File: config.mk
export PLATFORM = sky130hd
export DESIGN_NAME = dfd_top_dst
export DESIGN_NICKNAME = d
export VERILOG_FILES = /design/src/dfd_pkg.sv /design/src/dfd_cfg_if.sv /design/src/dfd_apb_regs.sv /design/src/dfd_debug_mux.sv /design/src/dfd_dst_capture.sv /design/src/dfd_trace_sink.sv /design/src/dfd_top_dst.sv
export SDC_FILE = /design/constraint.sdc
export NUM_CORES = 1
export LEC_CHECK = 0
export BUFFER_PORTS_ARGS = -buffer_cell sky130_fd_sc_hd__clkbuf_2
export CORE_MARGIN = 2
export CORE_UTILIZATION = 45
export DETAILED_ROUTE_END_ITERATION = 6
export GPL_ROUTABILITY_DRIVEN = 0
export PLACE_DENSITY_LB_ADDON = 0.2
export SYNTH_ARGS = -nofsm -noshare
export SYNTH_HDL_FRONTEND = slang
export SYNTH_SLANG_ARGS = --single-unit
export TNS_END_PERCENT = 1
File: constraint.sdc
create_clock -name i_clk -period 4.1 [get_ports i_clk]
set_input_delay 0.41 -clock i_clk [delete_from_list [all_inputs] [get_ports i_clk]]
set_output_delay 0.41 -clock i_clk [all_outputs]
set_load 0.02 [all_outputs]
File: src/dfd_pkg.sv
// Shared widths, register map, packet type codes and trace packet layouts
`default_nettype none

package dfd_pkg;

  // ****************************************
  // Bus and data widths
  // ****************************************
  localparam int unsigned ApbAddrWidth   = 12;
  localparam int unsigned ApbDataWidth   = 32;
  localparam int unsigned HwWordWidth    = 16;
  localparam int unsigned NumHwWords     = 16;
  localparam int unsigned DebugBusWidth  = 32;
  localparam int unsigned TimestampWidth = 32;
  localparam int unsigned DeltaWidth     = 14;
  localparam int unsigned PacketWidth    = 64;

  // ****************************************
  // Register map
  // ****************************************
  localparam logic [ApbAddrWidth-1:0] CtrlAddr       = 12'h000;
  localparam logic [ApbAddrWidth-1:0] MuxSelAddr     = 12'h004;
  localparam logic [ApbAddrWidth-1:0] SyncPeriodAddr = 12'h008;
  localparam logic [ApbAddrWidth-1:0] StatusAddr     = 12'h00C;
  localparam logic [ApbAddrWidth-1:0] ClearAddr      = 12'h010;
  // Entry i at BufferBase + 8i, low word first
  localparam logic [ApbAddrWidth-1:0] BufferBase     = 12'h100;

  // ****************************************
  // Trace packets
  // ****************************************
  typedef enum logic [1:0] {
    PktData = 2'b01,
    PktSync = 2'b10
  } pktType_e;

  // Delta saturates at all ones
  typedef struct packed {
    pktType_e                 pktType;
    logic [DeltaWidth-1:0]    delta;
    logic [15:0]              reserved;
    logic [DebugBusWidth-1:0] debugData;
  } dataPkt_s;

  typedef struct packed {
    pktType_e                  pktType;
    logic [29:0]               reserved;
    logic [TimestampWidth-1:0] timestamp;
  } syncPkt_s;

  // Type field sits in bits 63:62 of both views
  typedef union packed {
    dataPkt_s data;
    syncPkt_s sync;
  } tracePacket_u;

endpackage

`default_nettype wire

File: src/dfd_cfg_if.sv
// Trace configuration interface with register, mux and capture modports
`timescale 1ns/1ps
`default_nettype none

interface dfd_cfg_if;
  logic       traceEnable;
  logic       changeOnly;
  logic [3:0] muxSelLo;
  logic [3:0] muxSelHi;
  logic [7:0] syncPeriod;

  modport regs (output traceEnable, changeOnly, muxSelLo, muxSelHi, syncPeriod);

  modport mux (input muxSelLo, muxSelHi);

  modport capture (input traceEnable, changeOnly, syncPeriod);

endinterface

`default_nettype wire

File: src/dfd_apb_regs.sv
// APB slave with control registers, status word and trace buffer read window
`timescale 1ns/1ps
`default_nettype none

module dfd_apb_regs
  import dfd_pkg::*;
#(
  parameter int unsigned TraceDepth = 16,
  localparam int unsigned IdxWidth = $clog2(TraceDepth)
) (
  input  logic                    i_clk,
  input  logic                    i_reset,
  input  logic [ApbAddrWidth-1:0] i_paddr,
  input  logic                    i_psel,
  input  logic                    i_penable,
  input  logic                    i_pwrite,
  input  logic [ApbDataWidth-1:0] i_pwdata,
  output logic                    o_pready,
  output logic [ApbDataWidth-1:0] o_prdata,
  output logic                    o_pslverr,
  input  logic [IdxWidth-1:0]     i_wrPtr,
  input  logic                    i_wrapped,
  input  logic [PacketWidth-1:0]  i_bufEntry,
  output logic                    o_clearStrobe,
  output logic [IdxWidth-1:0]     o_bufIndex,
  dfd_cfg_if.regs                 cfg
);

  localparam logic [ApbAddrWidth-1:0] WindowEnd = ApbAddrWidth'(BufferBase + TraceDepth * 8);

  logic                    access;
  logic                    wrEn;
  logic                    errAccess;
  logic                    mapped;
  logic                    hitCtrl;
  logic                    hitMuxSel;
  logic                    hitSync;
  logic                    hitStatus;
  logic                    hitClear;
  logic                    hitBuffer;
  logic [ApbAddrWidth-1:0] winOffset;

  logic                    traceEnable;
  logic                    changeOnly;
  logic [3:0]              muxSelLo;
  logic [3:0]              muxSelHi;
  logic [7:0]              syncPeriod;

  // ****************************************
  // Address decode
  // ****************************************
  assign hitCtrl   = (i_paddr == CtrlAddr);
  assign hitMuxSel = (i_paddr == MuxSelAddr);
  assign hitSync   = (i_paddr == SyncPeriodAddr);
  assign hitStatus = (i_paddr == StatusAddr);
  assign hitClear  = (i_paddr == ClearAddr);
  assign hitBuffer = (i_paddr >= BufferBase) && (i_paddr < WindowEnd);
  assign mapped    = hitCtrl | hitMuxSel | hitSync | hitStatus | hitClear | hitBuffer;

  // Status and buffer are read-only, Clear is write-only
  assign errAccess = !mapped || (i_pwrite && (hitStatus || hitBuffer)) ||
                     (!i_pwrite && hitClear);

  // Zero wait states, every access ends in ACCESS
  assign access    = i_psel && i_penable;
  assign wrEn      = access && i_pwrite && !errAccess;
  assign o_pready  = 1'b1;
  assign o_pslverr = access && errAccess;

  // Entry index and word select within the window
  assign winOffset     = i_paddr - BufferBase;
  assign o_bufIndex    = winOffset[IdxWidth+2:3];
  assign o_clearStrobe = wrEn && hitClear && i_pwdata[0];

  // ****************************************
  // Control registers
  // ****************************************
  always_ff @(posedge i_clk) begin
    if (i_reset) begin
      traceEnable <= 1'b0;
      changeOnly  <= 1'b0;
      muxSelLo    <= '0;
      muxSelHi    <= '0;
      syncPeriod  <= '0;
    end else if (wrEn) begin
      if (hitCtrl) begin
        traceEnable <= i_pwdata[0];
        changeOnly  <= i_pwdata[1];
      end
      if (hitMuxSel) begin
        muxSelLo <= i_pwdata[3:0];
        muxSelHi <= i_pwdata[7:4];
      end
      if (hitSync) begin
        syncPeriod <= i_pwdata[7:0];
      end
    end
  end

  assign cfg.traceEnable = traceEnable;
  assign cfg.changeOnly  = changeOnly;
  assign cfg.muxSelLo    = muxSelLo;
  assign cfg.muxSelHi    = muxSelHi;
  assign cfg.syncPeriod  = syncPeriod;

  // Read data
  always_comb begin
    o_prdata = '0;
    if (hitCtrl) begin
      o_prdata = ApbDataWidth'({changeOnly, traceEnable});
    end else if (hitMuxSel) begin
      o_prdata = ApbDataWidth'({muxSelHi, muxSelLo});
    end else if (hitSync) begin
      o_prdata = ApbDataWidth'(syncPeriod);
    end else if (hitStatus) begin
      o_prdata = ApbDataWidth'({i_wrapped, 16'(i_wrPtr)});
    end else if (hitBuffer) begin
      o_prdata = winOffset[2] ? i_bufEntry[PacketWidth-1:ApbDataWidth]
                              : i_bufEntry[ApbDataWidth-1:0];
    end
  end

endmodule

`default_nettype wire

File: src/dfd_debug_mux.sv
// Registered debug mux selecting two hardware words onto the debug bus
`timescale 1ns/1ps
`default_nettype none

module dfd_debug_mux
  import dfd_pkg::*;
(
  input  logic                                   i_clk,
  input  logic                                   i_reset,
  input  logic [NumHwWords-1:0][HwWordWidth-1:0] i_hwWords,
  dfd_cfg_if.mux                                 cfg,
  output logic [DebugBusWidth-1:0]               o_debugBus
);

  logic [HwWordWidth-1:0] wordLo;
  logic [HwWordWidth-1:0] wordHi;

  // ****************************************
  // Word selection
  // ****************************************
  assign wordLo = i_hwWords[cfg.muxSelLo];
  assign wordHi = i_hwWords[cfg.muxSelHi];

  // High select lands in the upper half
  always_ff @(posedge i_clk) begin
    if (i_reset) begin
      o_debugBus <= '0;
    end else begin
      o_debugBus <= {wordHi, wordLo};
    end
  end

endmodule

`default_nettype wire

File: src/dfd_dst_capture.sv
// Trace capture engine with tracing state, timestamp, change detection and packet build
`timescale 1ns/1ps
`default_nettype none

module dfd_dst_capture
  import dfd_pkg::*;
(
  input  logic                     i_clk,
  input  logic                     i_reset,
  input  logic [DebugBusWidth-1:0] i_debugBus,
  input  logic                     i_timeTick,
  input  logic                     i_traceStart,
  input  logic                     i_traceStop,
  input  logic                     i_tracePulse,
  dfd_cfg_if.capture               cfg,
  output logic                     o_pktStrobe,
  output tracePacket_u             o_packet
);

  logic                      tracing;
  logic                      pending;
  logic [TimestampWidth-1:0] timestamp;
  logic [DeltaWidth-1:0]     deltaCnt;
  logic [7:0]                dataCount;
  logic [DebugBusWidth-1:0]  lastData;

  logic                      startNow;
  logic                      stopNow;
  logic                      pulseNow;
  logic                      keepTracing;
  logic                      syncDue;
  logic                      dataWanted;
  logic                      emitSync;
  logic                      emitData;
  tracePacket_u              nextPkt;

  // ****************************************
  // Slot decisions
  // ****************************************
  always_comb begin
    // Stop beats start
    stopNow     = i_traceStop || !cfg.traceEnable;
    startNow    = i_traceStart && cfg.traceEnable && !i_traceStop && !tracing;
    pulseNow    = i_tracePulse && !tracing && !startNow;
    keepTracing = tracing && !stopNow;
    syncDue     = (cfg.syncPeriod != '0) && (dataCount >= cfg.syncPeriod);
    dataWanted  = !cfg.changeOnly || pending || (i_debugBus != lastData);
    emitSync    = startNow || (keepTracing && syncDue);
    emitData    = (keepTracing && !syncDue && dataWanted) || pulseNow;
  end

  always_ff @(posedge i_clk) begin
    if (i_reset) begin
      tracing   <= 1'b0;
      pending   <= 1'b0;
      dataCount <= '0;
      lastData  <= '0;
    end else begin
      tracing <= startNow || keepTracing;
      // First data after start goes out even if the bus is unchanged
      if (startNow) begin
        pending <= 1'b1;
      end else if (keepTracing) begin
        pending <= syncDue && dataWanted;
      end else begin
        pending <= 1'b0;
      end
      if (emitSync) begin
        dataCount <= '0;
      end else if (emitData && dataCount != '1) begin
        dataCount <= dataCount + 1'b1;
      end
      if (emitData) begin
        lastData <= i_debugBus;
      end
    end
  end

  // ****************************************
  // Timestamp and delta
  // ****************************************
  always_ff @(posedge i_clk) begin
    if (i_reset) begin
      timestamp <= '0;
      deltaCnt  <= '0;
    end else begin
      if (i_timeTick) begin
        timestamp <= timestamp + 1'b1;
      end
      if (emitSync || emitData) begin
        deltaCnt <= DeltaWidth'(i_timeTick);
      end else if (i_timeTick && deltaCnt != '1) begin
        deltaCnt <= deltaCnt + 1'b1;
      end
    end
  end

  // Packet build
  always_comb begin
    nextPkt = '0;
    if (emitSync) begin
      nextPkt.sync.pktType   = PktSync;
      nextPkt.sync.timestamp = timestamp;
    end else begin
      nextPkt.data.pktType   = PktData;
      nextPkt.data.delta     = deltaCnt;
      nextPkt.data.debugData = i_debugBus;
    end
  end

  always_ff @(posedge i_clk) begin
    if (i_reset) begin
      o_pktStrobe <= 1'b0;
    end else begin
      o_pktStrobe <= emitSync || emitData;
    end
  end

  always_ff @(posedge i_clk) begin
    if (emitSync || emitData) begin
      o_packet <= nextPkt;
    end
  end

endmodule

`default_nettype wire

File: src/dfd_trace_sink.sv
// Circular trace memory with write pointer, wrap flag and asynchronous read port
`timescale 1ns/1ps
`default_nettype none

module dfd_trace_sink
  import dfd_pkg::*;
#(
  parameter int unsigned TraceDepth = 16,
  localparam int unsigned IdxWidth = $clog2(TraceDepth)
) (
  input  logic                   i_clk,
  input  logic                   i_reset,
  input  logic                   i_pktStrobe,
  input  tracePacket_u           i_packet,
  input  logic                   i_clearStrobe,
  input  logic [IdxWidth-1:0]    i_bufIndex,
  output logic [PacketWidth-1:0] o_bufEntry,
  output logic [IdxWidth-1:0]    o_wrPtr,
  output logic                   o_wrapped
);

  logic [PacketWidth-1:0] traceMem [TraceDepth];
  logic [IdxWidth-1:0]    wrPtr;
  logic                   wrapped;

  // ****************************************
  // Write side
  // ****************************************
  // Every strobe is accepted, no back-pressure
  always_ff @(posedge i_clk) begin
    if (i_pktStrobe) begin
      traceMem[wrPtr] <= i_packet;
    end
  end

  // Pointer wraps modulo TraceDepth
  always_ff @(posedge i_clk) begin
    if (i_reset || i_clearStrobe) begin
      wrPtr   <= '0;
      wrapped <= 1'b0;
    end else if (i_pktStrobe) begin
      wrPtr <= wrPtr + 1'b1;
      if (wrPtr == IdxWidth'(TraceDepth - 1)) begin
        wrapped <= 1'b1;
      end
    end
  end

  assign o_wrPtr   = wrPtr;
  assign o_wrapped = wrapped;

  // Read side
  assign o_bufEntry = traceMem[i_bufIndex];

endmodule

`default_nettype wire

File: src/dfd_top_dst.sv
// Debug signal trace top level with registers, debug mux, capture engine and sink
`timescale 1ns/1ps
`default_nettype none

module dfd_top_dst
  import dfd_pkg::*;
#(
  parameter int unsigned TraceDepth = 16
) (
  input  logic                                   i_clk,
  input  logic                                   i_reset,
  input  logic [NumHwWords-1:0][HwWordWidth-1:0] i_hwWords,
  input  logic                                   i_timeTick,
  input  logic                                   i_traceStart,
  input  logic                                   i_traceStop,
  input  logic                                   i_tracePulse,
  // APB
  input  logic [ApbAddrWidth-1:0]                i_paddr,
  input  logic                                   i_psel,
  input  logic                                   i_penable,
  input  logic                                   i_pwrite,
  input  logic [ApbDataWidth-1:0]                i_pwdata,
  output logic                                   o_pready,
  output logic [ApbDataWidth-1:0]                o_prdata,
  output logic                                   o_pslverr
);

  localparam int unsigned IdxWidth = $clog2(TraceDepth);

  logic [DebugBusWidth-1:0] debugBus;
  logic                     pktStrobe;
  tracePacket_u             packet;
  logic                     clearStrobe;
  logic [IdxWidth-1:0]      bufIndex;
  logic [PacketWidth-1:0]   bufEntry;
  logic [IdxWidth-1:0]      wrPtr;
  logic                     wrapped;

  dfd_cfg_if u_cfgIf ();

  // ****************************************
  // Register block
  // ****************************************
  dfd_apb_regs #(
    .TraceDepth(TraceDepth)
  ) u_dfd_apb_regs (
    .i_clk        (i_clk),
    .i_reset      (i_reset),
    .i_paddr      (i_paddr),
    .i_psel       (i_psel),
    .i_penable    (i_penable),
    .i_pwrite     (i_pwrite),
    .i_pwdata     (i_pwdata),
    .o_pready     (o_pready),
    .o_prdata     (o_prdata),
    .o_pslverr    (o_pslverr),
    .i_wrPtr      (wrPtr),
    .i_wrapped    (wrapped),
    .i_bufEntry   (bufEntry),
    .o_clearStrobe(clearStrobe),
    .o_bufIndex   (bufIndex),
    .cfg          (u_cfgIf.regs)
  );

  // ****************************************
  // Trace path
  // ****************************************
  dfd_debug_mux u_dfd_debug_mux (
    .i_clk     (i_clk),
    .i_reset   (i_reset),
    .i_hwWords (i_hwWords),
    .cfg       (u_cfgIf.mux),
    .o_debugBus(debugBus)
  );

  dfd_dst_capture u_dfd_dst_capture (
    .i_clk       (i_clk),
    .i_reset     (i_reset),
    .i_debugBus  (debugBus),
    .i_timeTick  (i_timeTick),
    .i_traceStart(i_traceStart),
    .i_traceStop (i_traceStop),
    .i_tracePulse(i_tracePulse),
    .cfg         (u_cfgIf.capture),
    .o_pktStrobe (pktStrobe),
    .o_packet    (packet)
  );

  dfd_trace_sink #(
    .TraceDepth(TraceDepth)
  ) u_dfd_trace_sink (
    .i_clk        (i_clk),
    .i_reset      (i_reset),
    .i_pktStrobe  (pktStrobe),
    .i_packet     (packet),
    .i_clearStrobe(clearStrobe),
    .i_bufIndex   (bufIndex),
    .o_bufEntry   (bufEntry),
    .o_wrPtr      (wrPtr),
    .o_wrapped    (wrapped)
  );

endmodule

`default_nettype wire

==> summary.md, run 1 <==
| Metric | Value |
|---|---|
| Synth area leaders | edfxtp_1 (59%), mux4_2 (14%), dfxtp_1 (6.9%) |
| # fillers | 7338 |
| FFs w/ async S/R, synth | 0% |
| All-Layer GR Usage | 22.6% |
| Via density | 5.86 |
| Crit. End Element | output port |
| Seq/Total Area, Yosys | 65.9% |
| Max cap viols | 0 |
| DP Worst Slack | 0.669 ns |
| Worst Tran Pin Value | 1.11 ns |
| Final core utilization | 52.6% |
| Slew Limit Fails | 0 |
| Reg clk slew, reported paths | 0.06 ns |
| Clock buffer depth | 3 |
| Clock sink count | 960 |
| Reg2Reg Setup Slack | 0.77 ns |
| Main flop type after synthesis | edfxtp_1 |
| Commonest cells in the netlist | edfxtp_1 (816), mux4_2 (258), mux2i_1 (201) |
| Post-synth top area share | 58.9% |
| Clk_skew | 0.0219 ns |
| Most frequent cell after synthesis | edfxtp_1 |
| WL final | 107 mm |
| # port buffers | 317 |
| Fraction of layout cells with a size suffix above 1 | 31.4% |
| Area after DPL | 44900 µm² |
| Crit path time final | 3.44 ns |
| Vias in the first global route | 25200 |
| HP Class | input port to flop |
| Pwr dens | 433 nW/µm² |
| Data required, critical path | 3.69 ns |
| Row count | 111 |
| Drt pass-1 iters | 5 |
| DR top layer | met4 |
| Starting Density | 45.4% |
| Yosys cell types | 61 |
| Die Y-Extent | 308 µm |
| Setup CP Type | input port to output port |
| Hold Fails Final Rpt | 0 |
| WP data arrival | 3.03 ns |
| Top cell type by total area after synthesis | edfxtp_1 |
| Crit start category | input port |
| Syn Nets | 2786 |
| Cell Area, Synth | 41600 µm² |
| Via count | 24000 |
| DIE AREA | 94800 µm² |
| DP Cell Count | 3892 |
| Hold WS | 0.0471 ns |
| Synth warn | 0 |
| P_leak | 16.7 nW |
| ANT nets after route | 0 |
| RSZ-0062 raised after global routing | false |
| First-pass GRT wire length | 158 mm |
| Detailed placement HPWL | 68.5 mm |
| Status | complete, no violations |
| Cells after Synth | 2462 |
| Crit share post-route | 83.8% |
| Total design power | 20.9 mW |
| Root buffer cell | clkbuf_16 |
| Worst setup margin | 0.664 ns |
| Slew Limit Headroom | 25.8% |
| Die width | 308 µm |
| Final setup viols | 0 |
| Syn-to-layout area delta | 16.0% |
| F_max | 291 MHz |
| Top-Level Pins | 343 |
| Mean post-synth cell area | 16.9 µm² |
| Post-Route M1 WL | 42.9 mm |
| Initial drt markers | 2005 |
| TritonCTS Buffers | 96 |
| Clk_lat worst skew | 0.66 ns |
| Routed len/inst | 26.3 µm |
| Synthesized flop and latch total | 960 |
| CTS tree | done |
| Largest net degree at the start of global routing | 74 |
| Remaining DRCs | 0 |
| Crit-path max FO | 73 |
| CTS H-Tree Depth | 3 |
| Core ar. | 91700 µm² |
| EDFF count, synth | 816 |
| Initial antenna violation count | 15 |
| Total negative slack | 0 ns |
| Design area | 48200 µm² |
| Nets | 3133 |
| # Post-CTS Setup Buffers | 0 |
| Total congestion overflow | 0 |
| Max VDD drop | 0.278 mV |
| Met2 routed WL | 54.4 mm |
| Met3 WL | 6.18 mm |
| Non-filler instance count after layout | 4087 |
==> power by group <==
part	total [mW]	switching (mW)	internal [mW]
sequential	10.8	0.150	10.7
clock	8.91	3.70	5.21
combinational	1.16	0.622	0.536
==> final cells by class <==
cell class	instances	area, µm²	area share, %
clock buffer	115	2500	5.19
multi-input combinational	1323	13500	27.9
sequential	960	27400	56.8
antenna	12	30.0	0.0623
clock inverter	63	744	1.54
inverter	21	78.8	0.163
tap	1186	1480	3.08
timing repair buffer	407	2530	5.24
==> repair_timing <==
| action | in CTS | in global routing |
|---|---|---|
| resized for setup | 0 | 0 |
| hold endpoints to repair | 8 | 0 |
| hold buffers | 5 | 0 |
==> flip-flops by register name, summed over array words and instances, names as in the netlist <==
register / count
u_dfd_trace_sink.traceMem: 768
u_dfd_dst_capture.o_packet: 48
u_dfd_debug_mux.o_debugBus: 32
u_dfd_dst_capture.lastData: 32
u_dfd_dst_capture.timestamp: 32
u_dfd_dst_capture.deltaCnt: 14
u_dfd_apb_regs.cfg.syncPeriod: 8
u_dfd_dst_capture.dataCount: 8
u_dfd_apb_regs.cfg.muxSelHi: 4
u_dfd_apb_regs.cfg.muxSelLo: 4
u_dfd_trace_sink.o_wrPtr: 4
u_dfd_apb_regs.cfg.changeOnly: 1
u_dfd_apb_regs.cfg.traceEnable: 1
u_dfd_dst_capture.o_pktStrobe: 1
u_dfd_dst_capture.pending: 1
u_dfd_dst_capture.tracing: 1
u_dfd_trace_sink.o_wrapped: 1
==> worst max-delay path, stage by stage <==
cell and delay [ns]:
buf_8 0.55, buf_4 0.30, mux2i_1 0.09, a221oi_1 0.38, nor2_1 0.08, o21ai_0 0.64, o21ai_0 0.16, nor2_1 0.13
clkbuf_2 0.18
==> logic make-up after synthesis <==
kind of cell,after synthesis,synth area share [%]
mux,539,21.0
simple gates,390,4.53
fa+ha+maj,16,0.475
other cells,1,0.00902
buf+inv,179,1.83
compound gates,302,4.74
flops,960,65.9
xor+xnor,75,1.58
==> cells in the final DEF (no fill, tap or decap), types with 14 or more instances in the layout <==
| cell type | instances |
|---|---|
| nand3_1 | 20 |
| buf_12 | 19 |
| nor2_1 | 168 |
| and2_2 | 17 |
| a21oi_1 | 74 |
| and2_1 | 37 |
| xor2_1 | 58 |
| mux4_2 | 258 |
| nand4_1 | 14 |
| xnor2_1 | 17 |
| clkinv_2 | 17 |
| o21ai_0 | 83 |
| ha_1 | 15 |
| a22oi_1 | 33 |
| buf_4 | 68 |
| nand2_1 | 42 |
| a221oi_1 | 31 |
| inv_1 | 21 |
| nor3_1 | 21 |
| dfxtp_1 | 140 |
| nor2b_1 | 16 |
| edfxtp_1 | 816 |
| clkbuf_2 | 313 |
| o211ai_1 | 14 |
| mux2i_1 | 201 |
| o22ai_1 | 18 |
| clkbuf_1 | 16 |
| o221ai_1 | 18 |
| nor4_1 | 14 |
| mux2_2 | 69 |
| clkbuf_16 | 96 |
| and3_1 | 15 |
| clkinv_1 | 16 |
==> path summary, 6_finish.rpt <==
path,to,cells past startpoint,startpoint
max,o_prdata[25],9,i_paddr[3]
min,u_dfd_apb_regs.cfg.syncPeriod[6],3,i_pwdata[6]
max reg2reg,u_dfd_dst_capture.lastData[20],11,u_dfd_dst_capture.dataCount[0]
min reg2reg,u_dfd_trace_sink.o_wrapped,2,u_dfd_trace_sink.o_wrapped
==> layer usage <==
| layer | vias up | GRT usage [%] |
|---|---|---|
| li1 | 10600 | - |
| met1 | 12300 | 28.5 |
| met2 | 890 | 39.4 |
| met3 | 188 | 3.09 |
| met4 | 0 | 9.27 |
| met5 | - | 0 |
Note: power is estimated with default switching activity, not from simulation.
==> inputs of run 2 (changes only) <==
- clock period: 4.1 -> 3.5 ns (I/O delays scaled with it)
==> run 2 against run 1 <==
Hold slack lost 0.010 ns. Sequential power up 18%. Register-to-register slack lost 0.34 ns. Worst setup slack got worse by 0.33 ns. Flip-flop and latch count is the same. Highest routed layer is now met5.
==> summary.md, run 2 (same netlist as run 1, synthesis figures left out) <==
| Metric | Value |
|---|---|
| Crit-path max FO | 12 |
| Total congestion overflow | 0 |
| Reg2reg start | u_dfd_dst_capture.dataCount[0] |
| Fraction of layout cells with a size suffix above 1 | 31.2% |
| # fillers | 7369 |
| Clock buffer depth | 3 |
| Area occupied by multi-input gates | 13500 µm² |
| Starting Density | 45.4% |
| Syn-to-layout area delta | 16.0% |
| Reg with most FFs | u_dfd_trace_sink.traceMem |
| Remaining DRCs | 0 |
| Data required, critical path | 3.15 ns |
| Root buffer cell | clkbuf_16 |
| Nets | 3145 |
| Commonest cells after routing, fill and taps aside | edfxtp_1 (816), clkbuf_2 (313), mux4_2 (258) |
| Drt pass-1 iters | 5 |
| F_max | 316 MHz |
| WP data arrival | 2.82 ns |
| CTS H-Tree Depth | 3 |
| Status | complete, no violations |
| Clk_lat worst skew | 0.65 ns |
| Clock sink count | 960 |
| Clk_skew | 0.0241 ns |
| Resized Gates After CTS | 0 |
| Vias in the first global route | 24900 |
| Top delay family on crit path | compound AO/OA/AOI/OAI gates |
| Design area | 48200 µm² |
| Core ar. | 91700 µm² |
| All-Layer GR Usage | 22.5% |
| Max FFs per register | 768 |
| Most used cell, CP | o21ai_0 |
| Die width | 308 µm |
| Crit path buffers/inverters | 4 |
| Top-Level Pins | 343 |
| Total negative slack | 0 ns |
| HP Class | input port to flop |
| FF/Latch Area | 27400 µm² |
| TritonCTS Buffers | 96 |
| Crit. End Element | output port |
| Row count | 111 |
| Crit share post-route | 90.5% |
| Pwr dens | 497 nW/µm² |
| Max incr delay on CP | 0.46 ns |
| Worst Tran Pin Value | 1.11 ns |
| # port buffers | 317 |
| Crit start category | input port |
| Hold Fails Final Rpt | 0 |
| RSZ-0062 raised after global routing | false |
| Worst path cell trace | clkbuf_2 > buf_4 > nand2b_2 > buf_4 > o21ai_0 > a21oi_1 > a22oi_1 > o21ai_0 > o21ai_0 > nor2_1 > clkbuf_2 |
| Area after DPL | 45100 µm² |
| WL final | 107 mm |
| Largest regs | u_dfd_trace_sink.traceMem x768, u_dfd_dst_capture.o_packet x48 |
| Die Y-Extent | 308 µm |
| Routed len/inst | 26.2 µm |
| Crit path time final | 3.17 ns |
| Reg clk slew, reported paths | 0.05 ns |
| Max VDD drop | 0.343 mV |
| Largest net degree at the start of global routing | 66 |
| Via count | 24000 |
| Via density | 5.86 |
| Slew Limit Headroom | 26.0% |
| Setup CP Type | input port to output port |
| Commonest non-fill, non-tap cell in the layout | edfxtp_1 |
| ANT nets after route | 0 |
| Slew Limit Fails | 0 |
| P_leak | 16.7 nW |
| Initial drt markers | 1971 |
| Crit-path slowest cell | o21ai_0 |
| Detailed placement HPWL | 68.8 mm |
| Crit path launch | i_paddr[5] |
| First-pass GRT wire length | 158 mm |
| CTS tree | done |
| Final setup viols | 0 |
| Max cap viols | 0 |
| Initial antenna violation count | 9 |
| DIE AREA | 94800 µm² |
| HP Start | i_traceStart |
-- run 2: cell count changes in the layout (fill, tap and decap cells not counted), sizes merged --
cell | previous run | this run
clkbuf | 428 | 444
buf | 89 | 99
clkinv | 39 | 30
bufinv | 13 | 6
diode | 12 | 6
clkinvlp | 8 | 5
dlygate4sd3 | 5 | 7
inv | 24 | 26
-- run 2: cell type report --
| class | count | area share [%] |
|---|---|---|
| antenna | 6 | 0.0311 |
| clock buffer | 131 | 5.46 |
| clock inverter | 46 | 0.799 |
| inverter | 21 | 0.163 |
| multi-input combinational | 1323 | 27.9 |
| sequential | 960 | 56.8 |
| tap | 1186 | 3.08 |
| timing repair buffer | 419 | 5.72 |
-- run 2: timing repair --
item                      4_1_cts  5_1_grt
buffers inserted                0        0
hold buffers                    7        0
hold endpoints to repair       15        0
-- run 2: worst paths after layout --
check | to | slack, ns | depth (start not counted)
hold / removal | u_dfd_dst_capture.tracing | 0.04 | 3
hold reg to reg | u_dfd_apb_regs.cfg.muxSelHi[2] | 0.50 | 2
setup reg to reg | u_dfd_dst_capture.o_packet[11] | 0.43 | 9
setup / recovery | o_prdata[23] | 0.33 | 11
-- run 2: metal layers --
layer,part of all wire [%],GRT usage [%],up-vias,routed length (µm)
met4,3.5,8.89,2,3780
met1,40,28.6,12300,42800
met2,51,39.3,865,54700
met5,0.010,0,-,11
met3,5.4,2.80,174,5810
li1,-,-,10600,-
-- run 2: worst register-to-register path, delay by kind of cell, from the launching register on --
family                     cells  cell delay (ns)
buffers and inverters          2             0.37
and+or+nand+nor                2             0.37
DFF                            1             0.39
muxes                          1             0.44
adders and majority gates      1             0.26
AOI/OAI and AO/OA              3             0.96
-- run 2: metrics by stage --
step / power (mW) / std cells / utilization [%] / worst slack (ns) / hold WS, ns
global route: 24.7 / 4092 / 52.6 / 0.140 / 0.0500
CTS: 24.1 / 4086 / 52.6 / 0.281 / 0.00763
finish: 24.0 / 4092 / 52.6 / 0.333 / 0.0368
detailed placement: 14.3 / 3902 / 49.2 / 0.280 / 0.492
floorplan: 13.7 / 2462 / - / 0.333 / 0.432
global placement: 14.3 / 3902 / 49.2 / 0.282 / 0.463
-- run 2: where the power goes --
| group | internal (mW) | switching (mW) |
|---|---|---|
| Sequential | 12.5 | 0.188 |
| Combinational | 0.645 | 0.720 |
| Clock | 5.70 | 4.18 |
